[config.mk]
export PLATFORM = sky130hd
export DESIGN_NAME = wb_regs
export DESIGN_NICKNAME = d
export VERILOG_FILES = /design/src/wb_pkg.sv /design/src/wb_regs.sv
export VERILOG_INCLUDE_DIRS = /design/src
export SDC_FILE = /design/constraint.sdc
export NUM_CORES = 1
export LEC_CHECK = 0
export ABC_AREA = 1
export BUFFER_PORTS_ARGS = -buffer_cell sky130_fd_sc_hd__buf_2
export CORE_MARGIN = 4
export CORE_UTILIZATION = 38
export CTS_BUF_LIST = sky130_fd_sc_hd__clkbuf_4 sky130_fd_sc_hd__clkbuf_8
export CTS_CLUSTER_DIAMETER = 40
export DETAILED_ROUTE_END_ITERATION = 8
export GPL_TIMING_DRIVEN = 0
export MAX_ROUTING_LAYER = met4
export PLACE_DENSITY_LB_ADDON = 0.1
export RECOVER_POWER = 25
export SETUP_SLACK_MARGIN = 0.02
export SLEW_MARGIN = 20
export SYNTH_ARGS = -nofsm -noshare
export SYNTH_HDL_FRONTEND = slang
export SYNTH_SLANG_ARGS = --single-unit
[constraint.sdc]
create_clock -name WBs_CLK_i -period 1.1 [get_ports WBs_CLK_i]
set_input_delay 0.055 -clock WBs_CLK_i [delete_from_list [all_inputs] [get_ports WBs_CLK_i]]
set_output_delay 0.055 -clock WBs_CLK_i [all_outputs]
set_load 0.01 [all_outputs]
[src/fb_defines.svh]
// Shared widths, SRAM command bytes and burst limits of the quad-SPI frame reader
`ifndef FB_DEFINES_SVH
`define FB_DEFINES_SVH

// ------------------------------------------------------------
// Data path and host bus widths
// ------------------------------------------------------------
`define FB_DATA_W        32       // Buffer and bus word width
`define FB_ADDR_W        9        // Word address inside one bank
`define FB_WB_ADR_W      11       // Host word address width

// ------------------------------------------------------------
// Quad-SPI SRAM protocol
// ------------------------------------------------------------
`define QSPI_ADDR_W      24       // SRAM byte address width
`define QSPI_CMD_RSTEN   8'h66    // Reset enable
`define QSPI_CMD_RST     8'h99    // Reset
`define QSPI_CMD_READ    8'hEB    // Quad read
`define QSPI_WAIT_CYC    6        // Dummy cycles before read data
`define QSPI_BURST_WORDS 128      // 32-bit words per 512-byte burst

`endif

[src/wb_pkg.sv]
// Host side types for the bus request, the control word and the status word
`include "fb_defines.svh"

package wb_pkg;

	// Mode field values of the control word
	localparam logic [1:0] MODE_READ  = 2'b01;    // Stream SRAM into buffers
	localparam logic [1:0] MODE_RESET = 2'b11;    // Send reset sequence

	// ------------------------------------------------------------
	// Host request as seen by the FPGA fabric
	// ------------------------------------------------------------
	typedef struct packed {
		logic [`FB_WB_ADR_W-1:0] adr;    // Word address
		logic [`FB_DATA_W-1:0]   dat;    // Write data
		logic                    we;     // Write enable
		logic                    stb;    // Transfer strobe
		logic                    cyc_ctrl;    // Control and status space
		logic                    cyc_ram;     // Buffer space
	} wb_req_t;

	// Control word written by the host
	typedef struct packed {
		logic [`FB_DATA_W-4:0] rsvd;    // Stored but unused
		logic                  go;      // Hold at bank end while set
		logic [1:0]            mode;    // Sequencer mode
	} fb_ctrl_t;

	// Status word read by the host
	typedef struct packed {
		logic [`FB_DATA_W-5:0] rsvd;         // Reads zero
		logic                  rst_done;     // Reset sequence sent
		logic                  bank_done;    // Bank full, waiting on go
		logic                  rsvd1;        // Reads zero
		logic                  bank;         // Bank being filled
	} fb_status_t;

endpackage

[src/wb_regs.sv]
// Host register block with acknowledge, control register and read data mux
`timescale 1ns/1ps
`include "fb_defines.svh"

module wb_regs (
	input  logic                  WBs_CLK_i,
	input  logic                  WBs_RST_i,
	input  wb_pkg::wb_req_t       wb_req_i,
	input  wb_pkg::fb_status_t    status_i,
	input  logic [`FB_DATA_W-1:0] ram0_dat_i,
	input  logic [`FB_DATA_W-1:0] ram1_dat_i,
	output wb_pkg::fb_ctrl_t      ctrl_o,
	output logic [`FB_DATA_W-1:0] wb_dat_o,
	output logic                  wb_ack_o
);

	// Read source codes
	localparam logic [1:0] SEL_CTRL = 2'd0;
	localparam logic [1:0] SEL_STAT = 2'd1;
	localparam logic [1:0] SEL_RAM0 = 2'd2;
	localparam logic [1:0] SEL_RAM1 = 2'd3;

	logic       ack_nxt;       // Request seen, not yet acknowledged
	logic       ctrl_wr;       // Control register write strobe
	logic [1:0] rd_sel_nxt;    // Source decoded from the request
	logic [1:0] rd_sel_q;      // Source held for the ack cycle

	// ------------------------------------------------------------
	// Decode
	// ------------------------------------------------------------
	assign ack_nxt = wb_req_i.stb & (wb_req_i.cyc_ctrl | wb_req_i.cyc_ram) & ~wb_ack_o;
	assign ctrl_wr = ack_nxt & wb_req_i.cyc_ctrl & wb_req_i.we & ~wb_req_i.adr[0];

	// Bank bit sits just above the word address
	assign rd_sel_nxt = wb_req_i.cyc_ram ? {1'b1, wb_req_i.adr[`FB_ADDR_W]} :
	                                       {1'b0, wb_req_i.adr[0]};

	always_ff @(posedge WBs_CLK_i or posedge WBs_RST_i) begin
		if (WBs_RST_i) begin
			wb_ack_o <= 1'b0;
			ctrl_o   <= '0;          // Idle mode, go clear
			rd_sel_q <= SEL_CTRL;
		end else begin
			wb_ack_o <= ack_nxt;     // One cycle after strobe
			if (ctrl_wr)
				ctrl_o <= wb_req_i.dat;    // Lands in first request cycle
			if (ack_nxt)
				rd_sel_q <= rd_sel_nxt;
		end
	end

	// ------------------------------------------------------------
	// Read data in the ack cycle
	// ------------------------------------------------------------
	always_comb begin
		case (rd_sel_q)
			SEL_CTRL: wb_dat_o = ctrl_o;
			SEL_STAT: wb_dat_o = status_i;
			SEL_RAM0: wb_dat_o = ram0_dat_i;    // Bank read has one cycle latency
			default:  wb_dat_o = ram1_dat_i;
		endcase
	end

endmodule

## Yosys cells after proc, flatten, opt, wreduce, memory -nomap -nowiden

Index checks and enable logic that the tools add are counted.

| storage, ports and cells | value |
|---|---|
| bits of input ports | 145 |
| output and inout bits | 65 |
| register bits | 35 |
| logic and storage cells | 18 |

| cells by class | value |
|---|---|
| multiplexer cells | 2 |
| bitwise operators | 8 |
| reductions and logical operators | 1 |
| eq/ne operators | 2 |

Operators by type and width:

| kind | count |
|---|---|
| 32-bit one-hot mux with 3 select lines | 1 |
| 1-bit bitwise AND | 5 |
| 2-bit by 1-bit == test with 1-bit output, second input constant | 1 |
| 2-bit == test, second input constant | 1 |
| 2-bit zero test | 1 |
| 2-bit two-way mux | 1 |
| 1-bit inverter | 2 |
| 1-bit OR | 1 |

## Logic depth before layout (Yosys ltp)

Gate-level depths: netlist of the first run.

| logic depth | value |
|---|---|
| depth after elaboration | 6 |
| mapped depth | 7 |
| mapped depth without buffers | 6 |

## Worst setup path before layout of the first run

OpenSTA, ideal clock, no wires.

| timing path | value |
|---|---|
| kind | register -> register |
| start point | register wb_ack_o |
| end point | register ctrl_o[0] in the netlist's numbering |
| stages on the path, launching flop included | 8 |
| setup time | 0.117 ns |
| arrival | 0.944 ns |
| required time | 0.983 ns |
| period minus slack after synthesis | 1.061 ns |
| buffers on the path | 1 |
| slack | 0.039 ns |
| cells stage by stage | dfrtp_1 inv_1 nand2_1 nor2_2 nand2_1 buf_2 nand2_1 nand2_1 |

| between the ends | value |
|---|---|
| word-level cells in the longest chain between the ends | 5 |

RTL lines:

| item | line | RTL |
|---|---|---|
| start: declaration | wb_regs.sv:14 | `output logic wb_ack_o` |
| start signal: assignment | wb_regs.sv:44 | `wb_ack_o <= ack_nxt;` |
| 1-bit inverter | wb_regs.sv:31 | `assign ack_nxt = wb_req_i.stb & (wb_req_i.cyc_ctrl \| wb_req_i.cyc_ram) & ~wb_ack_o;` |
| 1-bit bitwise AND | wb_regs.sv:31 |  |
| 1-bit bitwise AND (3 in a row) | wb_regs.sv:32 | `assign ctrl_wr = ack_nxt & wb_req_i.cyc_ctrl & wb_req_i.we & ~wb_req_i.adr[0];` |
| end signal: assignment | wb_regs.sv:46 | `ctrl_o <= wb_req_i.dat;` |
| end: declaration | wb_regs.sv:12 | `output wb_pkg::fb_ctrl_t ctrl_o,` |

Every way passes these cells.
A chain may end at the register's enable or synchronous reset.

## Final worst setup path of the first run

| timing path | value |
|---|---|
| start point | register rd_sel_q[1] |
| end point | output port wb_dat_o[13] |

| between the ends | value |
|---|---|
| word-level cells in the longest chain between the ends | 2 |
| elaborated cells on any way between the ends | 4 |
| those cells by class | 2 x eq/ne; 1 x mux; 1 x reduce/logical |

RTL lines:

| item | line | RTL |
|---|---|---|
| start: declaration | wb_regs.sv:26 | `logic [1:0] rd_sel_q;` |
| start signal: assignment | wb_regs.sv:48 | `rd_sel_q <= rd_sel_nxt;` |
| 2-bit == test (tied with other cells) | wb_regs.sv:56 | `case (rd_sel_q)` |
| 32-bit one-hot mux with 3 select lines (*) | wb_regs.sv:56 |  |
| end: declaration | wb_regs.sv:13 | `` output logic [`FB_DATA_W-1:0] wb_dat_o, `` |

Every way passes the cells marked *; elsewhere a longest branch is shown, timed or not.

==> results of run 1 <==
==> worst max path at each step <==
stage / cells after the start / endpoint / slack, ps
after floorplan: 7 / ctrl_o[0] / 40
after global placement: 5 / wb_dat_o[10] / -240
after detailed placement: 5 / wb_dat_o[10] / -250
after CTS: 6 / wb_dat_o[13] / -390
after global routing: 6 / wb_dat_o[11] / -490
final: 6 / wb_dat_o[13] / -390
==> sequential cells by signal (all words and copies together), names as in the netlist <==
name      cells
ctrl_o       32
rd_sel_q      2
wb_ack_o      1
==> area by class of cell <==
type / count / share of cell area
Multi-Input combinational cell: 272 / 0.345
Timing Repair Buffer: 221 / 0.317
Sequential cell: 35 / 0.225
Buffer: 21 / 0.0600
Tap cell: 72 / 0.0231
Clock buffer: 6 / 0.0212
Inverter: 7 / 0.00674
Clock inverter: 1 / 0.00128
==> worst max-delay path, cell delays in order, from the launching register on <==
cell,delay (ps)
dfrtp_2,440
inv_2,70
nor2_4,160
buf_6,170
nand2_1,70
nand4_1,100
buf_2,140
==> power by group through the flow <==
stage / combinational (mW) / clock [mW] / sequential, mW
after floorplan: 1.11 / 0 / 1.94
after global placement: 2.27 / 0 / 1.85
after detailed placement: 2.32 / 0 / 1.85
after CTS: 2.65 / 0.946 / 1.87
after global routing: 2.94 / 1.00 / 1.95
final: 2.67 / 0.933 / 1.91
==> through the flow <==
stage / area (µm²) / hold WS (ps)
CTS: 3850 / 0.747
global placement: 3290 / 287
finish: 3900 / 3.46
global route: 3900 / 15.7
floorplan: 2200 / 176
detailed placement: 3290 / 220
==> cell usage after synthesis (all sizes together) <==
master  count
nand4      32
inv         7
o21ai       3
dfrtp      35
buf        22
nand2     199
nand3      32
nor2        6
==> placed cells by master (no fill, tap or decap), drive strengths merged <==
master	instances
buf	237
nand2	199
dfrtp	35
nand4	32
nand3	32
inv	7
clkbuf	6
nor2	6
dlygate4sd3	5
o21ai	3
clkinv	1
==> logic make-up after synthesis <==
family / Yosys count / synth area share
and+or+nand+nor: 269 / 0.524
DFF: 35 / 0.398
buffers and inverters: 29 / 0.0716
AOI/OAI and AO/OA: 3 / 0.00682
==> what timing repair did <==
action | CTS | global route
gates resized for setup | 81 | 32
hold buffers | 5 | 0
gates cloned | 6 | 0
endpoints found under the hold margin | 39 | 0
endpoints found under the setup margin | 62 | 102
buffers inserted | 10 | 1
pin swaps | 21 | 23
==> layer usage <==
layer,GRT usage,up-vias,wire (µm)
met1,0.319,1412,3600
met2,0.489,158,4950
met5,-,-,0
met4,0.0629,0,189
li1,-,1537,-
met3,0.0523,18,813
==> summary.txt, run 1 <==
Setup path
  • CP startpoint kind: flop
  • R2r worst-path depth: 7
  • CP arrival: roughly 1400 ps
  • Crit. End Element: output port
  • Internal reg-to-reg setup slack: -90 ps
  • Reg-to-Reg End: ctrl_o[30]
  • CP Launch Point: rd_sel_q[1]
  • CP Class: flop to output port
  • Crit path max fanout: 10
  • RR Startpoint: wb_ack_o
  • Worst Path Required: 1040 ps

Placement
  • DP HPWL: between 6000 and 7000 µm
  • Placed Cells: 608
  • Post-Place Setup Slack: -252 ps
  • Port buffer count: 200
  • Placer Congestion: between 0.8 and 0.9

Timing
  • Fmax achieved: roughly 670 MHz
  • Post-route minimum period: 1490 ps
  • Final number of setup-violating endpoints: 66
  • Max Slew Vio Count: 0
  • Final hold violations: 0
  • Unrepaired setup endpoints after global routing: yes
  • Crit share post-route: 1.36
  • Setup_tns: -13860 ps
  • Rel. slew slack: 0.501
  • Slew @ Worst Pin: 747 ps
  • Clock Skew: approximately 5.2 ps
  • Fin worst setup slack: -395 ps

Cells and area
  • Non-filler cells, final: 635
  • Filler Cell Count: ~500
  • Layout cells sized above 1: 0.547
  • Area growth from synthesis to layout: 77.3%
  • Ant. Diodes: 0
  • Final #Nets: between 700 and 800
  • Utilization after layout: 0.700
  • Multi-input gate area: about 1300 µm²
  • Register Area: 878 µm²

Yosys
  • Syn Std Cell Area: between 2000 and 2500 µm²
  • Area leader, netlist: dfrtp_1
  • Post-synthesis sequential area ratio: 0.398
  • Unique masters post-synth: 13
  • Largest cells by area after synthesis: dfrtp_1 40%, nand2_1 34%, nand4_1 9.1%
  • Mean post-synth cell area: 6.55 µm²
  • Yosys top cell area share: 0.398
  • Synth Warn #: 0
  • #FFs+latches synth: 35
  • Syn Inst Count: 336
  • Mapped Nets: slightly below 500

Detailed routing
  • Wirelength per Cell: 15.0 µm
  • Total number of vias: 3125
  • Via density: roughly 5
  • Post-route ant nets: 0
  • Drt pass-1 iters: 4
  • WL final: 9560 µm
  • Initial DRC Count: between 100 and 150
  • DRC Markers: 0

Power and ir drop
  • Internal Power: 3.32 mW
  • P_leak: 2.18 nW
  • Flop pwr share: 0.346
  • Clock power frac: 0.169
  • Overall Power: 5.51 mW
  • Sw frac: 0.398
  • Combinational Power Share: 0.485
  • Maximum vdd drop: 813 µV
  • Sw power: 2.19 mW
  • Pwr Density: 1410 nW/µm²

Hold path
  • Hold Path Depth: 3
  • Worst min-delay path class: primary input to flop
  • Min-delay src: wb_req_i[20]
  • Hold Path End: ctrl_o[16]

CTS
  • Maximum root-to-sink buffer count: 2
  • Num CTS Buffers: 5
  • Clock root buffer master: clkbuf_8
  • CTS Sinks: 35
  • CTS clk-pin slew, worst paths: 70 ps
  • Htree depth: 2
  • Clk_lat worst skew: 280 ps
  • CTS tree: yes

Die
  • Initial Util: 0.395
  • Core ar.: between 5000 and 6000 µm²
  • Ports: between 200 and 250
  • Die Y-Extent: about 84 µm
  • Core Rows: 27
  • Die width: between 80 and 90 µm
  • Die area: 7070 µm²

Global route
  • First-pass GRT wire length: 15300 µm
  • Largest net degree at the start of global routing: 36
  • Grt ovf: 0
  • GRT Total Usage: 0.275
  • Vias in the first global route: approximately 3100
  • Initial antenna violation count: 0

Job
  • Max-cap violation count: 0

Status
  • Failing checks: setup timing
  • Outcome: complete, but fails checks
No activity file was read; power rests on OpenSTA's default activity.
==> run 2, diff against run 1 <==
Settings changed: SKIP_CTS_REPAIR_TIMING set to 1.
==> run 2 against run 1 <==
The flow finishes with violations (hold timing, setup timing); first-iteration DRC count rose by 30%; clock-buffer cell count did not move; critical path depth rose by 1; fmax fell by 2.5%; sequential cell count did not move; cell count did not move; critical path type unchanged.
==> summary.txt, run 2 (same netlist as run 1, synthesis figures left out) <==
CTS
  • Num CTS Buffers: 5 (unchanged)
  • CTS clk-pin slew, worst paths: 70 ps (about the same)
  • CTS tree: yes
  • CTS Sinks: 35 (unchanged)
  • Clk_lat worst skew: 280 ps (about the same)
  • Clock root buffer master: clkbuf_8
  • Htree depth: 2 (unchanged)
  • Maximum root-to-sink buffer count: 2 (unchanged)

Cells and area
  • Commonest non-fill, non-tap cell in the layout: buf_2
  • Post-route cell area: 3890 µm² (-0.35%)
  • Largest register FFs: 32 (unchanged)
  • Layout cells sized above 1: 0.524 (-0.0231)
  • Largest regs: ctrl_o x32, rd_sel_q x2, wb_ack_o x1
  • Register Area: 878 µm² (unchanged)
  • Non-filler cells, final: 635 (unchanged)
  • Ant. Diodes: 0 (unchanged)
  • Area growth from synthesis to layout: 76.6%
  • Filler Cell Count: 503 (+0.80%)
  • Multi-input gate area: 1310 µm² (-3.0%)
  • Largest Register: ctrl_o
  • Utilization after layout: 0.697 (-0.00247)
  • Final #Nets: 708 (unchanged)
  • Most frequent cells in the layout: 204 x buf_2, 174 x nand2_1, 33 x dfrtp_1

Die
  • Die area: 7070 µm² (unchanged)
  • Initial Util: 0.395 (unchanged)
  • Die Y-Extent: 84.1 µm (unchanged)
  • Ports: 210 (unchanged)
  • Core ar.: 5570 µm² (unchanged)
  • Core Rows: 27 (unchanged)
  • Die width: 84.1 µm (unchanged)

Detailed routing
  • DRC Markers: 0 (unchanged)
  • Drt pass-1 iters: 4 (unchanged)
  • Wirelength per Cell: 15.4 µm (+2.2%)
  • Via density: 4.90 (-0.42%)
  • Post-route ant nets: 0 (unchanged)
  • Total number of vias: 3112 (-0.42%)
  • Initial DRC Count: 146 (+30%)
  • WL final: 9770 µm (+2.2%)

Timing
  • Rel. slew slack: 0.505 (+0.00392)
  • Clock Skew: 6.69 ps (+1.45 ps)
  • Final hold violations: 35 (+35)
  • Slew @ Worst Pin: 741 ps (-5.88 ps)
  • Setup_tns: -17350 ps (-3500 ps)
  • Crit share post-route: 1.39 (+0.0344)
  • Fin worst setup slack: -432 ps (-37.9 ps)
  • Post-route minimum period: 1530 ps (+37.9 ps)
  • Unrepaired setup endpoints after global routing: yes
  • Hold Slack: -101 ps (-104 ps)
  • Final number of setup-violating endpoints: 67 (+1.5%)
  • Fmax achieved: 653 MHz (-2.5%)
  • Max Slew Vio Count: 0 (unchanged)

Status
  • Failing checks: hold timing, setup timing
  • Outcome: complete, but fails checks

Setup path
  • Reg-to-Reg End: ctrl_o[13]
  • Crit. End Element: output port
  • CP Class: flop to output port
  • RR Startpoint: wb_ack_o
  • Internal reg-to-reg setup slack: -150 ps (-60 ps)
  • Worst Path Required: 1040 ps (about the same)
  • CP startpoint kind: flop
  • Crit path max fanout: 8 (-2)
  • R2r worst-path depth: 7 (unchanged)
  • CP arrival: 1480 ps (+40 ps)

Global route
  • Largest net degree at the start of global routing: 36 (unchanged)
  • Grt ovf: 0 (unchanged)
  • Vias in the first global route: 2915 (-7.0%)
  • GRT Total Usage: 0.251 (-0.0233)
  • First-pass GRT wire length: 14100 µm (-7.7%)
  • Initial antenna violation count: 0 (unchanged)

Power and ir drop
  • Maximum vdd drop: 934 µV (+15%)
  • P_leak: 2.21 nW (+0.94%)
  • Pwr Density: 1430 nW/µm² (+1.2%)

Job
  • Max-cap violation count: 0 (unchanged)

Placement
  • DP HPWL: 6930 µm (unchanged)
  • Post-place instance area: 3290 µm² (unchanged)
  • Placer Congestion: 0.857 (unchanged)
  • Placed Cells: 608 (unchanged)
  • Port buffer count: 200 (unchanged)

Hold path
  • Worst min-delay path class: primary input to asynchronous set/reset pin
[run 2: area by class of cell]
type	count	area share
Multi-Input combinational cell	272	0.336
Timing Repair Buffer	220	0.322
Sequential cell	35	0.226
Buffer	22	0.0628
Tap cell	72	0.0232
Clock buffer	6	0.0212
Inverter	7	0.00676
Clock inverter	1	0.00129
[run 2: power by group]
group          internal (mW)  total [mW]  leakage (nW)  switching (mW)
clock network          0.491       0.938        0.0470           0.447
logic                   1.28        2.75          1.72            1.46
registers               1.58        1.87         0.441           0.291
[run 2: routing by layer]
metal	GRT usage	routed length (µm)
met5	-	0
met4	0.0629	214
met3	0.0533	889
met2	0.434	4920
met1	0.297	3740
[run 2: metrics by stage]
stage	worst slack [ps]	power, mW
2_1_floorplan	38.8	3.06
3_3_place_gp	-244	4.12
3_5_place_dp	-252	4.17
4_1_cts	-566	5.10
5_1_grt	-506	5.94
6_report	-432	5.56
[run 2: worst max-delay path by stage]
stage | startpoint | to | slack [ps] | depth (start not counted)
global placement | rd_sel_q[0] | wb_dat_o[10] | -240 | 5
detailed placement | rd_sel_q[0] | wb_dat_o[10] | -250 | 5
global route | rd_sel_q[1] | wb_dat_o[9] | -510 | 7
finish | rd_sel_q[1] | wb_dat_o[13] | -430 | 7
CTS | rd_sel_q[0] | wb_dat_o[10] | -570 | 5
floorplan | wb_ack_o | ctrl_o[0] | 40 | 7
[run 2: critical path: stages, from the launching register on]
cell     delay, ps
dfrtp_2        440
inv_2           70
nor2_4         130
buf_12         140
buf_8          120
nand2_2         50
nand4_1         90
buf_2          140
==> run 3, diff against run 2 <==
Settings changed: ABC_AREA 1 to unset, CORE_UTILIZATION 38 to 37.
==> run 3 against run 2 <==
The run still ends with hold timing, setup timing left; highest routed layer unchanged; die area down 0.31%; synthesized cell count is 65% lower; non-clock buffer count down 15; sequential share of layout area up 0.23 points; critical path depth down 3; critical endpoint is now wb_dat_o[28]; sequential cell count is the same; critical path type unchanged.
==> summary.txt, run 3 <==
Status
  • Outcome: complete, but fails checks
  • Failing checks: hold timing, setup timing

Timing
  • Hold Slack: -85.4 ps (+15.1 ps)
  • Post-route minimum period: 1630 ps (+97.7 ps)
  • Unrepaired setup endpoints after global routing: yes
  • Final hold violations: 35 (unchanged)
  • Final number of setup-violating endpoints: 66 (-1.5%)
  • Rel. slew slack: 0.497 (-0.00827)
  • Fin worst setup slack: -530 ps (-97.7 ps)
  • Crit share post-route: 1.48 (+0.0888)
  • Setup_tns: -28630 ps (-11280 ps)
  • Clock Skew: 2.35 ps (-4.34 ps)
  • Slew @ Worst Pin: 754 ps (+12.4 ps)
  • Fmax achieved: 613 MHz (-6.0%)
  • Max Slew Vio Count: 0 (unchanged)

CTS
  • CTS clk-pin slew, worst paths: 60 ps (about the same)
  • Htree depth: 2 (unchanged)
  • Clock root buffer master: clkbuf_8
  • Clk_lat worst skew: 270 ps (about the same)
  • CTS Sinks: 35 (unchanged)
  • CTS tree: yes
  • Maximum root-to-sink buffer count: 2 (unchanged)
  • Num CTS Buffers: 5 (unchanged)

Setup path
  • CP arrival: 1580 ps (+100 ps)
  • Crit path max fanout: 10 (+2)
  • RR Startpoint: wb_ack_o
  • R2r worst-path depth: 5 (-2)
  • Max incr delay on CP: 490 ps (+50 ps)
  • CP startpoint kind: flop
  • Reg-to-Reg End: ctrl_o[27]
  • Most frequent CP cell: buf_8
  • Worst path slowest cell: mux4_2
  • Crit. End Element: output port
  • Worst Path Required: 1040 ps (about the same)
  • Worst path cell trace: buf_8 -> buf_8 -> mux4_2 -> buf_2
  • Internal reg-to-reg setup slack: -430 ps (-280 ps)
  • CP Class: flop to output port

Detailed routing
  • Total number of vias: 2081 (-33%)
  • Drt pass-1 iters: 3 (-1)
  • Via density: 5.04 (+2.8%)
  • Post-route ant nets: 0 (unchanged)
  • Wirelength per Cell: 18.6 µm (+21%)
  • DRC Markers: 0 (unchanged)
  • WL final: 7660 µm (-22%)
  • Initial DRC Count: 40 (-73%)

Hold path
  • Worst min-delay path class: primary input to asynchronous set/reset pin

Placement
  • DP HPWL: 5870 µm (-15%)
  • Placer Congestion: 0.805 (-6.1%)
  • Port buffer count: 200 (unchanged)

Die
  • Die Y-Extent: 84.0 µm (-0.15%)
  • Core ar.: 5540 µm² (-0.61%)
  • Core Rows: 27 (unchanged)
  • Ports: 210 (unchanged)
  • Die area: 7050 µm² (-0.31%)
  • Initial Util: 0.386 (-0.00934)
  • Die width: 84.0 µm (-0.15%)

Cells and area
  • Largest register FFs: 32 (unchanged)
  • Commonest non-fill, non-tap cell in the layout: buf_2
  • Final #Nets: 487 (-31%)
  • Most frequent cells in the layout: 186 x buf_2, 35 x dfrtp_1, 34 x mux2_4
  • Utilization after layout: 0.693 (-0.00478)
  • Largest regs: ctrl_o x32, rd_sel_q x2, wb_ack_o x1
  • Area growth from synthesis to layout: 79.7%
  • Largest Register: ctrl_o
  • Layout cells sized above 1: 0.891 (+0.368)
  • Ant. Diodes: 0 (unchanged)

Global route
  • Grt ovf: 0 (unchanged)
  • Largest net degree at the start of global routing: 36 (unchanged)
  • Met3 Track Usage GR: 0.0553 (+0.00197)
  • Grt met2 use: 0.360 (-0.0739)
  • Vias in the first global route: 2226 (-24%)
  • First-pass GRT wire length: 10800 µm (-23%)
  • Initial antenna violation count: 0 (unchanged)
  • Global Route met1 Usage: 0.218 (-0.0791)
  • Gr busiest metal: met2
  • GRT Total Usage: 0.200 (-0.0510)

Yosys
  • Unique masters post-synth: 12 (-1)
  • Post-Synth XOR/XNOR Area: 0 (unchanged)
  • Synth Warn #: 0 (unchanged)
  • #FFs+latches synth: 35 (unchanged)
  • Area leader, netlist: dfrtp_1
  • Yosys top cell area share: 0.410 (+0.0121)
  • Main combinational cell family by area after synthesis: multiplexers
  • Post-synth ARST share: 1.00 (unchanged)
  • Largest cells by area after synthesis: dfrtp_1 41%, mux4_2 34%, mux2_2 17%
  • Mapped Nets: 264 (-45%)
  • Commonest cells in the netlist: 35 x dfrtp_1, 33 x mux2_2, 32 x mux4_2
  • Post-synthesis mux area share: 0.522 (+0.522)
  • Number of flops mapped to enable cells by yosys: 0 (unchanged)
  • Post-synthesis adder-cell area fraction: 0 (unchanged)
  • Syn Inst Count: 119 (-65%)
  • Most numerous cell in the Yosys netlist: dfrtp_1
  • Main synth FF type: dfrtp_1
  • Post-Synth Simple-Gate Area: 0.0193 (-0.504)
  • Mean post-synth cell area: 17.9 µm² (+170%)
  • Syn Std Cell Area: 2140 µm² (-3.0%)
  • Post-synthesis sequential area ratio: 0.410 (+0.0121)
  • Synth Area in Compound Gates: 0 (-0.00682)

Power and ir drop
  • Pwr Density: 1540 nW/µm² (+7.9%)
  • Maximum vdd drop: 935 µV (+0.11%)
  • P_leak: 1.96 nW (-11%)

Job
  • Max-cap violation count: 0 (unchanged)
[run 3: cell types whose count changed after synthesis, sizes merged]
cell	delta
nand2	-198
inv	-6
nand3	-32
mux4	+32
mux2	+35
o21ai	-3
nor2	-4
nor3	+1
nand4	-32
buf	-11
nand2b	+1
[run 3: worst max-delay path: cells and delay by family (launching register included)]
family                 cells  cell delay (ps)
multiplexers               1              490
flip-flops                 1              360
buffers and inverters      3              450
[run 3: cell families after synthesis]
| kind of cell | count (synthesis) |
|---|---|
| buf+inv | 12 |
| flops | 35 |
| simple gates | 5 |
| mux | 67 |
[run 3: power by group]
| part | leakage, nW | total, mW | internal, mW | switching [mW] |
|---|---|---|---|---|
| clock | 0.0406 | 0.854 | 0.446 | 0.408 |
| combinational | 1.50 | 3.21 | 2.01 | 1.20 |
| sequential | 0.423 | 1.85 | 1.60 | 0.251 |
| total | 1.96 | 5.92 | 4.06 | 1.86 |
[run 3: worst max path at each step]
stage                           start           end  slack (ps)  cells past startpoint
after global placement       wb_ack_o     ctrl_o[0]        -430                      4
after CTS                 rd_sel_q[1]  wb_dat_o[22]        -620                      5
final                     rd_sel_q[0]  wb_dat_o[28]        -530                      4
after floorplan              wb_ack_o     ctrl_o[1]        -350                      4
after detailed placement     wb_ack_o    ctrl_o[14]        -430                      4
after global routing      rd_sel_q[0]  wb_dat_o[28]        -600                      4
[run 3: stage by stage]
step | area [µm²] | total power, mW | instances | worst slack, ps | hold WS (ps)
2_1_floorplan | 2170 | 3.43 | 119 | -348 | 190
3_3_place_gp | 3260 | 4.41 | 391 | -434 | 271
3_5_place_dp | 3260 | 4.47 | 391 | -435 | 241
4_1_cts | 3340 | 5.34 | 397 | -617 | -61.6
5_1_grt | 3840 | 6.27 | 413 | -597 | -26.8
6_report | 3840 | 5.92 | 413 | -530 | -85.4
[run 3: final cells by class]
cell class,instances,area [µm²]
multi-input cells,72,1290
clock buffers,6,76.3
repair buffers,216,1300
fillers,458,1700
flip-flops and latches,35,876
well taps,72,90.1
inverters,1,3.75
plain buffers,11,201
[run 3: metal layers]
metal,wire [µm],up-vias,part of all wire
met5,0,-,0
met4,107,0,0.014
met3,600,12,0.078
met2,4080,125,0.53
met1,2880,1017,0.38
li1,-,927,-
