[config.mk]
export PLATFORM = sky130hd
export DESIGN_NAME = qspi_ctrl
export DESIGN_NICKNAME = d
export VERILOG_FILES = /design/src/wb_pkg.sv /design/src/qspi_pkg.sv /design/src/qspi_ctrl.sv
export VERILOG_INCLUDE_DIRS = /design/src
export SDC_FILE = /design/constraint.sdc
export NUM_CORES = 1
export LEC_CHECK = 0
export ABC_AREA = 1
export BUFFER_PORTS_ARGS = -buffer_cell sky130_fd_sc_hd__buf_2
export CAP_MARGIN = 20
export CORE_AREA = 2 2 103 155
export DETAILED_ROUTE_END_ITERATION = 8
export DIE_AREA = 0 0 105 157
export GPL_TIMING_DRIVEN = 0
export PLACE_DENSITY = 0.66
export SYNTH_ARGS = -nofsm -noshare
export SYNTH_HDL_FRONTEND = slang
export SYNTH_SLANG_ARGS = --single-unit
[constraint.sdc]
create_clock -name WBs_CLK_i -period 4.8 [get_ports WBs_CLK_i]
set_clock_uncertainty 0.2 [all_clocks]
set_input_delay 1.44 -clock WBs_CLK_i [delete_from_list [all_inputs] [get_ports WBs_CLK_i]]
set_output_delay 1.44 -clock WBs_CLK_i [all_outputs]
set_load 0.05 [all_outputs]
[src/fb_defines.svh]
// Shared widths, SRAM command bytes and burst limits of the quad-SPI frame reader
`ifndef FB_DEFINES_SVH
`define FB_DEFINES_SVH

// ------------------------------------------------------------
// Data path and host bus widths
// ------------------------------------------------------------
`define FB_DATA_W        32       // Buffer and bus word width
`define FB_ADDR_W        9        // Word address inside one bank
`define FB_WB_ADR_W      11       // Host word address width

// ------------------------------------------------------------
// Quad-SPI SRAM protocol
// ------------------------------------------------------------
`define QSPI_ADDR_W      24       // SRAM byte address width
`define QSPI_CMD_RSTEN   8'h66    // Reset enable
`define QSPI_CMD_RST     8'h99    // Reset
`define QSPI_CMD_READ    8'hEB    // Quad read
`define QSPI_WAIT_CYC    6        // Dummy cycles before read data
`define QSPI_BURST_WORDS 128      // 32-bit words per 512-byte burst

`endif

[src/wb_pkg.sv]
// Host side types for the bus request, the control word and the status word
`include "fb_defines.svh"

package wb_pkg;

	// Mode field values of the control word
	localparam logic [1:0] MODE_READ  = 2'b01;    // Stream SRAM into buffers
	localparam logic [1:0] MODE_RESET = 2'b11;    // Send reset sequence

	// ------------------------------------------------------------
	// Host request as seen by the FPGA fabric
	// ------------------------------------------------------------
	typedef struct packed {
		logic [`FB_WB_ADR_W-1:0] adr;    // Word address
		logic [`FB_DATA_W-1:0]   dat;    // Write data
		logic                    we;     // Write enable
		logic                    stb;    // Transfer strobe
		logic                    cyc_ctrl;    // Control and status space
		logic                    cyc_ram;     // Buffer space
	} wb_req_t;

	// Control word written by the host
	typedef struct packed {
		logic [`FB_DATA_W-4:0] rsvd;    // Stored but unused
		logic                  go;      // Hold at bank end while set
		logic [1:0]            mode;    // Sequencer mode
	} fb_ctrl_t;

	// Status word read by the host
	typedef struct packed {
		logic [`FB_DATA_W-5:0] rsvd;         // Reads zero
		logic                  rst_done;     // Reset sequence sent
		logic                  bank_done;    // Bank full, waiting on go
		logic                  rsvd1;        // Reads zero
		logic                  bank;         // Bank being filled
	} fb_status_t;

endpackage

[src/qspi_pkg.sv]
// Sequencer side types for the quad-SPI state and the buffer write port
`include "fb_defines.svh"

package qspi_pkg;

	// ------------------------------------------------------------
	// Sequencer states
	// ------------------------------------------------------------
	typedef enum logic [7:0] {
		ST_LOAD   = 8'h00,    // Load read command and burst address
		ST_CMD    = 8'h01,    // Read command bits
		ST_ADDR   = 8'h02,    // Address nibbles
		ST_WAIT   = 8'h03,    // Bus turnaround and dummy cycles
		ST_DATA   = 8'h04,    // Read nibbles
		ST_DESEL  = 8'h05,    // Release nCE after burst
		ST_IDLE   = 8'h06,    // Bank end check
		ST_RCMD0  = 8'h10,    // Reset enable bits
		ST_RGAP   = 8'h11,    // nCE high between reset commands
		ST_RCMD1  = 8'h12,    // Reset bits
		ST_RDESEL = 8'h13,    // Release nCE after reset
		ST_RDONE  = 8'h14,    // Reset sent, hold
		ST_RESET  = 8'hFF     // Entry state
	} qspi_state_e;

	// Buffer write from the sequencer
	typedef struct packed {
		logic                  we;      // One-cycle write pulse
		logic                  bank;    // Target bank
		logic [`FB_ADDR_W-1:0] addr;    // Word address in bank
		logic [`FB_DATA_W-1:0] data;    // Assembled word
	} fb_wr_t;

endpackage

[src/qspi_ctrl.sv]
// Quad-SPI SRAM sequencer for reset commands and bursts into the ping-pong banks
`timescale 1ns/1ps
`include "fb_defines.svh"

module qspi_ctrl (
	input  logic               WBs_CLK_i,
	input  logic               WBs_RST_i,
	input  wb_pkg::fb_ctrl_t   ctrl_i,
	input  logic [3:0]         quad_dat_i,
	output wb_pkg::fb_status_t status_o,
	output qspi_pkg::fb_wr_t   wr_o,
	output logic               quad_nce_o,
	output logic               quad_oe_o,
	output logic [3:0]         quad_dat_o
);

	localparam int BW = $clog2(`QSPI_BURST_WORDS);    // Word index bits in a burst

	qspi_pkg::qspi_state_e   state_q;
	logic [1:0]              mode_q;        // Mode seen last cycle
	logic [7:0]              cmd_sh;        // Command shifter
	logic [`QSPI_ADDR_W-1:0] addr_sh;       // Address shifter
	logic [`QSPI_ADDR_W-1:0] burst_addr;    // Start of current burst
	logic [2:0]              cnt;           // Bit, nibble and cycle count
	logic [`FB_DATA_W-1:0]   data_sh;       // Read data shifter
	logic [`FB_ADDR_W-1:0]   buf_addr;      // Next word in bank
	logic                    bank_q;        // Bank being filled
	logic                    mode_rd;
	logic                    mode_rs;
	logic                    last_word;
	logic                    bank_end;

	assign mode_rd   = (ctrl_i.mode == wb_pkg::MODE_READ);
	assign mode_rs   = (ctrl_i.mode == wb_pkg::MODE_RESET);
	assign last_word = (buf_addr[BW-1:0] == BW'(`QSPI_BURST_WORDS - 1));
	assign bank_end  = (buf_addr == '0);    // Wrapped after four bursts

	always_comb begin
		status_o           = '0;
		status_o.bank      = bank_q;
		status_o.bank_done = (state_q == qspi_pkg::ST_IDLE) && bank_end;
		status_o.rst_done  = (state_q == qspi_pkg::ST_RDONE);
	end

	// ------------------------------------------------------------
	// Sequencer with registered pins
	// ------------------------------------------------------------
	always_ff @(posedge WBs_CLK_i or posedge WBs_RST_i) begin
		if (WBs_RST_i) begin
			state_q    <= qspi_pkg::ST_RESET;
			mode_q     <= '0;
			cnt        <= '0;
			buf_addr   <= '0;
			burst_addr <= '0;
			bank_q     <= 1'b0;
			quad_nce_o <= 1'b1;
			quad_oe_o  <= 1'b1;
			quad_dat_o <= '0;
			wr_o.we    <= 1'b0;
		end else begin
			mode_q  <= ctrl_i.mode;
			wr_o.we <= 1'b0;                            // Single cycle pulse
			if ((ctrl_i.mode != mode_q) || !(mode_rd || mode_rs)) begin
				state_q    <= qspi_pkg::ST_RESET;    // Restart on any mode change
				quad_nce_o <= 1'b1;
				quad_oe_o  <= 1'b1;
			end else begin
				case (state_q)
					qspi_pkg::ST_RESET: begin
						cnt        <= '0;
						buf_addr   <= '0;
						burst_addr <= '0;
						bank_q     <= 1'b0;
						quad_nce_o <= 1'b1;
						quad_oe_o  <= 1'b1;
						cmd_sh     <= `QSPI_CMD_RSTEN;    // Used by reset mode only
						state_q    <= mode_rd ? qspi_pkg::ST_LOAD : qspi_pkg::ST_RCMD0;
					end
					qspi_pkg::ST_LOAD: begin
						cmd_sh  <= `QSPI_CMD_READ;
						addr_sh <= burst_addr;
						cnt     <= '0;
						state_q <= qspi_pkg::ST_CMD;
					end
					qspi_pkg::ST_CMD, qspi_pkg::ST_RCMD0, qspi_pkg::ST_RCMD1: begin
						quad_nce_o <= 1'b0;
						quad_dat_o <= {3'b000, cmd_sh[7]};    // MSB first on bit 0
						cmd_sh     <= {cmd_sh[6:0], 1'b0};
						cnt        <= cnt + 3'd1;
						if (cnt == 3'd7) begin
							case (state_q)
								qspi_pkg::ST_CMD:   state_q <= qspi_pkg::ST_ADDR;
								qspi_pkg::ST_RCMD0: state_q <= qspi_pkg::ST_RGAP;
								default:            state_q <= qspi_pkg::ST_RDESEL;
							endcase
						end
					end
					qspi_pkg::ST_ADDR: begin
						quad_dat_o <= addr_sh[`QSPI_ADDR_W-1 -: 4];    // High nibble first
						addr_sh    <= {addr_sh[`QSPI_ADDR_W-5:0], 4'h0};
						cnt        <= cnt + 3'd1;
						if (cnt == 3'd5) begin
							cnt     <= '0;
							state_q <= qspi_pkg::ST_WAIT;
						end
					end
					qspi_pkg::ST_WAIT: begin
						// First cycle still drives the last address nibble on the pins
						quad_oe_o  <= 1'b0;
						quad_dat_o <= '0;
						cnt        <= cnt + 3'd1;
						if (cnt == 3'(`QSPI_WAIT_CYC)) begin
							cnt     <= '0;
							state_q <= qspi_pkg::ST_DATA;
						end
					end
					qspi_pkg::ST_DATA: begin
						data_sh <= {data_sh[`FB_DATA_W-5:0], quad_dat_i};    // MS nibble first
						cnt     <= cnt + 3'd1;                               // Wraps per word
						if (cnt == 3'd7) begin
							wr_o.we   <= 1'b1;
							wr_o.bank <= bank_q;
							wr_o.addr <= buf_addr;
							wr_o.data <= {data_sh[`FB_DATA_W-5:0], quad_dat_i};
							buf_addr  <= buf_addr + 1'b1;
							if (last_word)
								state_q <= qspi_pkg::ST_DESEL;
						end
					end
					qspi_pkg::ST_DESEL: begin
						quad_nce_o <= 1'b1;
						quad_oe_o  <= 1'b1;
						burst_addr <= burst_addr + `QSPI_ADDR_W'(`QSPI_BURST_WORDS * 4);
						state_q    <= qspi_pkg::ST_IDLE;
					end
					qspi_pkg::ST_IDLE: begin
						if (!bank_end) begin
							state_q <= qspi_pkg::ST_LOAD;    // Next burst, same bank
						end else if (!ctrl_i.go) begin
							bank_q  <= ~bank_q;              // Host released the full bank
							state_q <= qspi_pkg::ST_LOAD;
						end
					end
					qspi_pkg::ST_RGAP: begin
						quad_nce_o <= 1'b1;
						cmd_sh     <= `QSPI_CMD_RST;
						state_q    <= qspi_pkg::ST_RCMD1;
					end
					qspi_pkg::ST_RDESEL: begin
						quad_nce_o <= 1'b1;
						state_q    <= qspi_pkg::ST_RDONE;
					end
					qspi_pkg::ST_RDONE: begin
						state_q <= qspi_pkg::ST_RDONE;    // Hold until mode changes
					end
					default: begin
						quad_nce_o <= 1'b1;
						quad_oe_o  <= 1'b1;
						state_q    <= qspi_pkg::ST_RESET;
					end
				endcase
			end
		end
	end

endmodule

==> After elaboration in Yosys (flattened, before gate mapping) <==
Cells that the tools add are included.
{ "word_totals": {"input_bits": 38, "ff_bits": 156, "out_inout_bits": 81} }
{ "op_classes": {"bitwise": 3, "reduce_logical": 29, "addsub": 3, "n_eq_ne": 30, "mux": 30} }
{ "ops": {"columns": ["operator", "n"], "rows": [
  ["$mux 43", 3],
  ["$pmux 24 s2", 2],
  ["$pmux 8 s10", 1],
  ["$mux 8", 8],
  ["$eq 8x5->1 const B", 5],
  ["$pmux 8 s4", 1],
  ["$add 24x10->24 const B", 1],
  ["$eq 8x3->1 const B", 3],
  ["$pmux 9 s2", 1],
  ["$eq 8x2->1 const B", 2],
  ["$ne 3x3->1 const B", 5],
  ["$pmux 3 s4", 1],
  ["$pmux 4 s3", 1],
  ["$reduce_and 3->1", 4],
  ["$pmux 5 s2", 1],
  ["$reduce_or 10->1", 1],
  ["$add 9x1->9 const B", 1],
  ["$eq 3x3->1 const B", 3],
  ["$logic_not 9->1", 1],
  ["$mux 9", 1],
  ["$eq 8x1->1 const B", 1],
  ["$eq 8x8->1 const B", 1],
  ["$logic_not 8->1", 1],
  ["$reduce_and 4->1", 2],
  ["25 further kinds", 44]
]} }

==> Longest topological paths before layout <==
Gate-level depths: netlist of run 1.
{ "logic_depth": {"depth_word": 6, "mapped_depth": 11} }

==> Worst setup path before layout of run 1 <==
OpenSTA, ideal clock, no wires.
{ "synth_timing": {"path_kind": "input -> register", "from": "in WBs_RST_i", "to": "reg data_sh[0], enable pin", "path_slack_ns": 0.411, "stages": 3, "t_arrival_ns": 3.776, "n_path_buf": 0, "path_cell_list": "inv_1 -> nand2_1 -> nor2_1"} }
{ "synth_between": {"elab_chain_len": 2} }
{ "synth_lines": {"columns": ["item", "line_no", "text"], "rows": [
  ["start: declaration", "qspi_ctrl.sv:7", "input logic WBs_RST_i,"],
  ["$not 1->1 (no source line)", null, null],
  ["$reduce_and 3->1 (no source line)", null, null],
  ["end signal: assignment", "qspi_ctrl.sv:118", "data_sh <= {data_sh[`FB_DATA_W-5:0], quad_dat_i};"],
  ["end: declaration", "qspi_ctrl.sv:25", "logic [`FB_DATA_W-1:0] data_sh;"]
]} }
Every way passes these cells.
A chain may end at the register's enable or synchronous reset.

==> results of run 1 <==
-- state kept, by name, summed over array words and instances (netlist names) --
register,flops
burst_addr,15
cnt,3
quad_dat_o,4
bank_q,1
addr_sh,15
cmd_sh,8
wr_o,43
quad_nce_o,1
state_q,5
data_sh,28
buf_addr,9
mode_q,2
quad_oe_o,1
-- path summary, 6_finish.rpt --
check	start	end	slack, ns	depth (start not counted)
min in group asynchronous	WBs_RST_i	cnt[0]	0.79	2
min	data_sh[26]	wr_o[30]	0.22	0
min reg2reg	data_sh[26]	wr_o[30]	0.22	0
max	state_q[1]	status_o[2]	1.31	5
max reg2reg	state_q[0]	cmd_sh[1]	2.25	7
max in group asynchronous	WBs_RST_i	quad_nce_o	3.06	3
-- power by group --
group	switching, W	internal (W)	leakage [nW]
clock network	0.000539	0.000698	0.277
registers	0.00000801	0.00125	1.38
logic	0.000107	0.0000394	1.47
-- layer usage --
metal  up-vias  global-route usage
met5         -                   0
met4         0              0.0800
li1       1999                   -
met1      1936               0.163
met2       150               0.264
met3        30              0.0360
-- layout by cell type, fill, tap and decap left out, types with 2 or more instances in the layout --
master,Yosys,final
dfstp_2,7,7
o21ai_1,5,5
dfrtp_1,35,35
a21oi_1,7,7
inv_8,0,5
nand3_1,43,43
conb_1,1,29
buf_2,3,63
buf_6,4,5
nand3_2,3,3
buf_4,33,33
inv_6,1,4
inv_2,7,8
nor2_2,4,5
clkbuf_16,0,17
edfxtp_1,93,93
inv_1,45,44
o31ai_1,2,2
nand2_2,7,7
nor2_1,30,28
clkinv_4,0,4
o21ai_0,31,31
nor3_1,12,12
xor2_1,5,5
nand2_1,126,126
or2_2,4,4
ha_1,7,7
nand4_1,14,14
clkinvlp_4,0,2
nor2_4,2,3
-- area by class of cell --
cell class                      instances  share of cell area
Clock inverter                         14              0.0183
Timing Repair Buffer                   64              0.0517
Multi-Input combinational cell        340               0.231
Buffer                                 41              0.0430
Sequential cell                       135               0.532
Inverter                               54              0.0287
Tap cell                              199              0.0344
Clock buffer                           18              0.0606
-- cells by family after synthesis --
family          share of synthesized area
simple gates                        0.194
flops                               0.649
buf+inv                            0.0875
compound gates                     0.0447
fa+ha+maj                          0.0148
xor+xnor                          0.00886
other cells                      0.000632
-- cells in the mapped netlist --
master	n	area, sq um
nand2_1	126	473
edfxtp_1	93	2790
inv_1	45	169
nand3_1	43	215
dfrtp_1	35	876
buf_4	33	248
o21ai_0	31	155
nor2_1	30	113
nand4_1	14	87.6
nor3_1	12	60.1
a21oi_1	7	35.0
dfstp_2	7	184
ha_1	7	87.6
inv_2	7	26.3
nand2_2	7	43.8
o21ai_1	5	25.0
xor2_1	5	43.8
buf_6	4	45.0
nor2_2	4	25.0
or2_2	4	25.0
buf_2	3	15.0
nand3_2	3	30.0
nor2_4	2	22.5
o31ai_1	2	15.0
a31oi_1	1	6.26
and3_1	1	6.26
clkbuf_1	1	3.75
clkinv_1	1	3.75
conb_1	1	3.75
inv_6	1	8.76
nand3_4	1	17.5
nand4_2	1	12.5
nor2_8	1	20.0
o21ai_2	1	8.76
o21bai_1	1	7.51
o31ai_2	1	12.5
xnor2_1	1	8.76
-- worst reg2reg max path: cells and delay by family, from the launching register on --
family | cells | cell delay, ns
AO/OA/AOI/OAI | 1 | 0.59
AND/OR/NAND/NOR | 4 | 0.59
buffers and inverters | 2 | 0.25
flip-flops | 1 | 0.56
-- stage by stage --
stage / area [sq um] / std cells / TNS (ns)
2_1_floorplan: 6040 / 570 / 0
3_3_place_gp: 6590 / 829 / -40.19
3_5_place_dp: 6670 / 833 / 0
4_1_cts: 7240 / 865 / 0
5_1_grt: 7240 / 865 / 0
6_report: 7240 / 865 / 0
==> metrics.md, run 1 <==
| Metric | Value |
|---|---|
| ANT cells | 0 |
| Multi-input gate area | 0.00168 sq mm |
| Vias per inst | 4.76 |
| Met2 routed WL | 6000 microns |
| Clk_lat worst skew | 0.42 ns |
| Post-CTS Setup Bufs | 0 |
| CTS buffer count | 17 |
| Min Tclk post-route | 3.49 ns |
| Yosys reg bits | 135 |
| ANT nets after route | 0 |
| Pwr/cell area | 364 mW/mm^2 |
| Register Area | 0.00385 sq mm |
| Final Core Density | 0.483 |
| DRC Markers | 0 |
| Clk sinks | 135 |
| CORE AREA | 0.0150 sq mm |
| Clk slew on worst S/H paths | 0.06 ns |
| GRT Total Usage | 0.149 |
| Tcrit/Tclk final | 0.726 |
| Netlist Area Pre-Place | 0.00593 sq mm |
| Register area share after synthesis | 0.649 |
| Req. time, crit path | 3.16 ns |
| Routed length per placed instance | 13.4 microns |
| First-pass GRT wire length | 19,000 microns |
| Slowest-stage cell, CP | dfstp_2 |
| Startpoint Class | register |
| Critical-path cell list | inv_1 -> nor2_1 -> nand3_2 -> nor2_1 -> buf_2 |
| RSZ-0062 raised after global routing | false |
| Fin worst setup slack | 1.31 ns |
| Setup CP Type | reg -> out |
| # setup viols final | 0 |
| Clk buf depth | 2 |
| CP bufs+invs | 2 |
| IO Pins | 119 |
| Starting Density | 0.395 |
| Initial DRC count | 246 |
| H-tree depth | 4 |
| Hold_ws | 0.220 ns |
| Die area | 0.0165 sq mm |
| DP Worst Slack | 1.04 ns |
| Final WL | 11,600 microns |
| GRT overflow | 0 |
| Total power | 0.00264 W |
| Cell count after synthesis | 542 |
| DR WL met3 | 550 microns |
| Fillcell total | 1,395 |
| Number of port buffers | 60 |
| Initial antenna violation count | 0 |
| Final Hold Fails | 0 |
| Top sig layer | met4 |
| Worst Path Arrival | 1.85 ns |
| Final nets | 698 |
| F_max | 287 MHz |
| Path type of the worst min-delay path | reg -> reg |
| Slew @ Worst Pin | 0.764 ns |
| RD Place Congestion | 0.843 |
| Max incr delay on CP | 0.56 ns |
| Row cnt | 55 |
| Cts hold-fix bufs | 0 |
| LEAKAGE | 3.13 nW |
| Met1 wire length | 4670 microns |
| Max Slew Vio Count | 0 |
| CP Capture Type | primary output |
| Kind of cell adding the most delay to the critical path | flip-flops |
| Root Buffer | clkbuf_16 |
| Relative slew slack | 0.490 |
| Total number of vias | 4,115 |
| Yosys warnings | 0 |
| CTS tree | built |
| Crit path top cell by count | nor2_1 |
| Die Y | 157 microns |
| 1st-pass router iterations | 5 |
| Number of global-route vias before repair | 3,937 |
| # resized after CTS | 0 |
| Die X | 105 microns |
| Synth cell types | 37 |
| Crit Path Max Fanout | 6 |
| Largest net degree at the start of global routing | 32 |
| Synthesized area per cell | 10.9 sq um |
| Status | finished clean |
| Maximum vdd drop | 0.000201 V |
| Max cap viols | 0 |
| Placed wire-length estimate | 8670 microns |
| Synthesis-to-layout area growth | 22.1% |
| Share of layout cells above drive strength 1 | 0.269 |
Power figures use the tool's default switching activity.
==> run 2: changes to the inputs <==
PLACE_DENSITY = 0.68   (was 0.66)
clock period = 3.2 ns   (was 4.8 ns; I/O delays follow)
==> run 2 against run 1 <==
  * Highest routed layer unchanged
  * Wire length is 2.1% higher
  * Cell area increased by 0.12%
  * Largest power group is now clock
  * First-iteration DRC count fell by 26%
  * Utilization rose by 0.058 points
  * Sequential power grew 50%
  * Global-route usage grew 0.24 points
  * Sequential cell count unchanged
  * Sequential share of layout area decreased by 0.064 points
  * Clock power is 54% higher
  * Hold slack gained 0.0062 ns
==> metrics.md, run 2 (same netlist as run 1, synthesis figures left out) <==
| Metric | Value |
|---|---|
| Root Buffer | clkbuf_16 |
| Number of port buffers | 60 |
| Largest register by flop count | wr_o |
| Clk network pwr share | 0.476 |
| Most frequent cells in the layout | nand2_1, edfxtp_1, buf_2, inv_1, nand3_1 |
| Final WL | 11,800 microns |
| Hold_ws | 0.226 ns |
| Placed cell count | 831 |
| DRC Markers | 0 |
| CORE AREA | 0.0150 sq mm |
| Number of global-route vias before repair | 4,130 |
| Worst reg-to-reg path cell count | 7 |
| Die X | 105 microns |
| Status | finished clean |
| Clk slew on worst S/H paths | 0.06 ns |
| Max reg flops | 43 |
| Post-CTS Setup Bufs | 0 |
| Max Slew Vio Count | 0 |
| ANT nets after route | 0 |
| CTS buffer count | 17 |
| Setup CP Type | reg -> out |
| Synthesis-to-layout area growth | 22.2% |
| Req. time, crit path | 2.04 ns |
| Initial DRC count | 182 |
| Clk sinks | 135 |
| Cell Count, Final, Fillers Out | 864 |
| GRT Total Usage | 0.151 |
| # setup viols final | 0 |
| Path type of the worst min-delay path | reg -> reg |
| GRT overflow | 0 |
| Hold depth | 0 |
| ANT cells | 0 |
| Final Hold Fails | 0 |
| Commonest non-fill, non-tap cell in the layout | nand2_1 |
| Min Tclk post-route | 3.09 ns |
| Clk_lat worst skew | 0.42 ns |
| RSZ-0062 raised after global routing | false |
| Total power | 0.00402 W |
| F_max | 324 MHz |
| RD Place Congestion | 0.852 |
| Tcrit/Tclk final | 0.966 |
| H-tree depth | 4 |
| LEAKAGE | 3.13 nW |
| Total number of vias | 4,093 |
| Worst r2r dst | cmd_sh[1] |
| Relative slew slack | 0.509 |
| Slew @ Worst Pin | 0.736 ns |
| Cell internal pwr | 0.00303 W |
| Routed length per placed instance | 13.7 microns |
| Fin worst setup slack | 0.110 ns |
| Vias per inst | 4.74 |
| Initial antenna violation count | 0 |
| DP Worst Slack | -0.493 ns |
| CP Capture Type | primary output |
| Crit Path Max Fanout | 6 |
| Hold endpoint | wr_o[31] |
| Largest net degree at the start of global routing | 44 |
| Clk buf depth | 2 |
| Final nets | 697 |
| Worst hold start | data_sh[27] |
| Pwr/cell area | 554 mW/mm^2 |
| 1st-pass router iterations | 5 |
| Row cnt | 55 |
| CTS tree | built |
| First-pass GRT wire length | 19,600 microns |
| Share of layout cells above drive strength 1 | 0.269 |
| Placed wire-length estimate | 8560 microns |
| Leading registers by flop count | wr_o: 43 flops, data_sh: 28 flops |
| Die area | 0.0165 sq mm |
| Logic pwr share | 0.055 |
| Die Y | 157 microns |
| Startpoint Class | register |
| Sw Ratio | 0.245 |
| Worst reg2reg setup slack | 0.66 ns |
| FF-to-FF Start | state_q[0] |
| Sequential share of power | 0.469 |
| IO Pins | 119 |
| Maximum vdd drop | 0.000309 V |
| Worst Path Arrival | 1.93 ns |
| Max cap viols | 0 |
| Sw Pwr | 0.000986 W |
| Starting Density | 0.395 |
-- run 2: cell count changes in the layout (fill, tap and decap cells not counted) --
cell       previous run  this run
inv_2                 8         7
clkbuf_8              1         0
nor2_2                5         6
nor2_1               28        27
clkinv_4              4         3
buf_6                 5         4
inv_8                 5         3
clkinv_2              0         1
inv_6                 4         7
buf_8                 1         0
buf_12                1         2
bufinv_16             0         1
-- run 2: layout make-up --
| cell class | instances | area [sq um] |
|---|---|---|
| Tap cell | 199 | 249 |
| Multi-Input combinational cell | 340 | 1680 |
| Timing Repair Buffer | 63 | 368 |
| Fill cell | 1388 | 7750 |
| Sequential cell | 135 | 3850 |
| Clock inverter | 15 | 155 |
| Inverter | 54 | 211 |
| Clock buffer | 17 | 425 |
| Buffer | 41 | 312 |
-- run 2: repair_timing --
action,CTS,global route
hold buffers,0,0
setup endpoints to repair,15,0
gates resized for setup,1,0
-- run 2: power groups by stage --
| stage | clock [W] | sequential, W | combinational (W) |
|---|---|---|---|
| after floorplan | 0 | 0.00192 | 0.000182 |
| after global placement | 0 | 0.00192 | 0.000215 |
| after detailed placement | 0 | 0.00192 | 0.000217 |
| after CTS | 0.00194 | 0.00188 | 0.000218 |
| after global routing | 0.00201 | 0.00188 | 0.000239 |
| final | 0.00191 | 0.00188 | 0.000221 |
-- run 2: metrics by stage --
| step | utilization | setup TNS, ns | instance area, sq um |
|---|---|---|---|
| after detailed placement | 0.443 | -10.89 | 6650 |
| after global placement | 0.440 | -45.82 | 6600 |
| after CTS | 0.482 | 0 | 7230 |
| after global routing | 0.483 | 0 | 7250 |
| final | 0.483 | 0 | 7250 |
| after floorplan | - | 0 | 6050 |
-- run 2: how the worst max path moves through the flow --
stage | startpoint | endpoint | slack, ns
final | state_q[1] | status_o[2] | 0.11
after global routing | state_q[1] | status_o[2] | 0.04
after CTS | state_q[1] | status_o[2] | 0.14
after detailed placement | WBs_RST_i | addr_sh[21] | -0.49
after global placement | ctrl_i[1] | wr_o[17] | -0.60
after floorplan | ctrl_i[1] | wr_o[0] | 0.08
-- run 2: worst max-delay path, stage by stage (launching register included) --
cell and delay [ns]:
dfstp_2 0.56, inv_1 0.07, nor2_1 0.18, nand3_2 0.17, nor2_1 0.22, buf_2 0.30
-- run 2: layer usage --
metal	routed length, microns	vias to the layer above	share of wire	track usage
met5	0	-	0	0
met4	300	0	0.025	0.0730
met3	520	22	0.044	0.0348
met2	6240	118	0.53	0.282
met1	4750	1951	0.40	0.159
li1	-	2002	-	-
==> run 3: changes to the inputs <==
ABC_CLOCK_PERIOD_IN_PS = 3500   (was not set)
CORE_AREA = 2 2 129 194   (was 2 2 103 155)
DIE_AREA = 0 0 131 196   (was 0 0 105 157)
PLACE_DENSITY = 0.48   (was 0.68)
clock period = 3.5 ns   (was 3.2 ns; I/O delays follow)
==> run 3 against run 2 <==
  * Total power decreased by 7.9%
  * Register-to-register slack gained 0.24 ns
  * Final cell count grew 15%
  * Via count is 3.2% lower
  * Hold slack worse by 0.0052 ns
  * Global-route usage is 4.4 points lower
  * Setup slack improved by 0.21 ns
  * Die area increased by 56%
  * Wire length up 8.8%
  * Clock-buffer cell count grew 1
  * Critical path type unchanged
  * Critical endpoint unchanged
  * Largest power group unchanged
==> metrics.md, run 3 (same netlist as run 1, synthesis figures left out) <==
| Metric | Value |
|---|---|
| Status | finished clean |
| Hold depth | 0 |
| Leading registers by flop count | wr_o: 43 flops, data_sh: 28 flops |
| Vias per inst | 4.00 |
| CTS buffer count | 17 |
| Clk buf depth | 2 |
| CORE AREA | 0.0241 sq mm |
| Share of layout cells above drive strength 1 | 0.267 |
| Fillcell total | 2,486 |
| RSZ-0062 raised after global routing | false |
| Max cap viols | 0 |
| Maximum vdd drop | 0.000316 V |
| Largest net degree at the start of global routing | 44 |
| 1st-pass router iterations | 4 |
| Register Area | 0.00385 sq mm |
| # resized after CTS | 0 |
| Die Y | 196 microns |
| Critical-path cell list | inv_1 -> nor2_1 -> nand3_2 -> nor2_1 -> buf_2 |
| Fin worst setup slack | 0.323 ns |
| Commonest non-fill, non-tap cell in the layout | nand2_1 |
| Cts hold-fix bufs | 0 |
| Starting Density | 0.246 |
| Pwr/cell area | 499 mW/mm^2 |
| Crit path top cell by count | nor2_1 |
| GRT Total Usage | 0.107 |
| Min Tclk post-route | 3.18 ns |
| Clk slew on worst S/H paths | 0.06 ns |
| Slew @ Worst Pin | 0.796 ns |
| DRC Markers | 0 |
| Die X | 131 microns |
| Final Core Density | 0.308 |
| Total number of vias | 3,964 |
| ANT cells | 0 |
| Die area | 0.0257 sq mm |
| Critical Path Stages | 5 |
| Placed wire-length estimate | 9410 microns |
| Worst reg-to-reg path cell count | 7 |
| GRT overflow | 0 |
| Max incr delay on CP | 0.57 ns |
| Final WL | 12,900 microns |
| Path type of the worst min-delay path | reg -> reg |
| Max Slew Vio Count | 0 |
| F_max | 315 MHz |
| Clk sinks | 135 |
| CP bufs+invs | 2 |
| Number of global-route vias before repair | 4,070 |
| Kind of cell adding the most delay to the critical path | flip-flops |
| Routed length per placed instance | 13.0 microns |
| Total power | 0.00370 W |
| Setup_tns | 0 ns |
| Crit Path Max Fanout | 6 |
| Startpoint Class | register |
| Max reg flops | 43 |
| Multi-input gate area | 0.00168 sq mm |
| Cell Count, Final, Fillers Out | 990 |
| Number of port buffers | 60 |
| Placed cell count | 957 |
| IO Pins | 119 |
| LEAKAGE | 3.13 nW |
| Slowest-stage cell, CP | dfstp_2 |
| Initial antenna violation count | 0 |
| CTS tree | built |
| Post-CTS Setup Bufs | 0 |
| Final nets | 698 |
| Initial DRC count | 237 |
| Worst Path Arrival | 1.93 ns |
| Most frequent cells in the layout | nand2_1, edfxtp_1, buf_2, inv_1, nand3_1 |
| Relative slew slack | 0.470 |
| First-pass GRT wire length | 21,000 microns |
| RD Place Congestion | 0.843 |
| Req. time, crit path | 2.25 ns |
| # setup viols final | 0 |
| Setup CP Type | reg -> out |
| Final Hold Fails | 0 |
| H-tree depth | 4 |
| DP Worst Slack | -0.0488 ns |
| Clk_lat worst skew | 0.42 ns |
| Largest register by flop count | wr_o |
| ANT nets after route | 0 |
| Root Buffer | clkbuf_16 |
| Row cnt | 70 |
| CP Capture Type | primary output |
| Synthesis-to-layout area growth | 25.0% |
| Tcrit/Tclk final | 0.908 |
run 3: final timing paths:
kind | from | to | slack, ns
worst max-delay path | state_q[1] | status_o[2] | 0.32
worst min-delay path | data_sh[24] | wr_o[28] | 0.22
worst max register to register | state_q[0] | cmd_sh[6] | 0.90
worst min register to register | data_sh[24] | wr_o[28] | 0.22
max in group asynchronous | WBs_RST_i | quad_oe_o | 2.20
min in group asynchronous | WBs_RST_i | buf_addr[6] | 0.38
run 3: cell type report:
cell class | count | share of cell area
Buffer | 41 | 0.0420
Clock inverter | 14 | 0.0213
Multi-Input combinational cell | 340 | 0.226
Clock buffer | 18 | 0.0579
Tap cell | 324 | 0.0547
Timing Repair Buffer | 64 | 0.0500
Inverter | 54 | 0.0285
Sequential cell | 135 | 0.520
run 3: power breakdown:
part,total (W),internal (W),switching [W]
registers,0.00172,0.00171,0.0000111
clock network,0.00177,0.00101,0.000762
logic,0.000203,0.0000543,0.000149
run 3: metal layers:
layer	share of wire	track usage	vias up
met5	0	0	-
met4	0.017	0.0433	0
met3	0.043	0.0292	11
met2	0.52	0.187	114
met1	0.42	0.121	1842
li1	-	-	1997
run 3: per-stage QoR:
stage               cell area (sq um)  hold slack [ns]
finish                           7410            0.221
global route                     7410            0.231
CTS                              7390            0.224
detailed placement               6810            0.208
global placement                 6750            0.202
floorplan                        6050            0.200
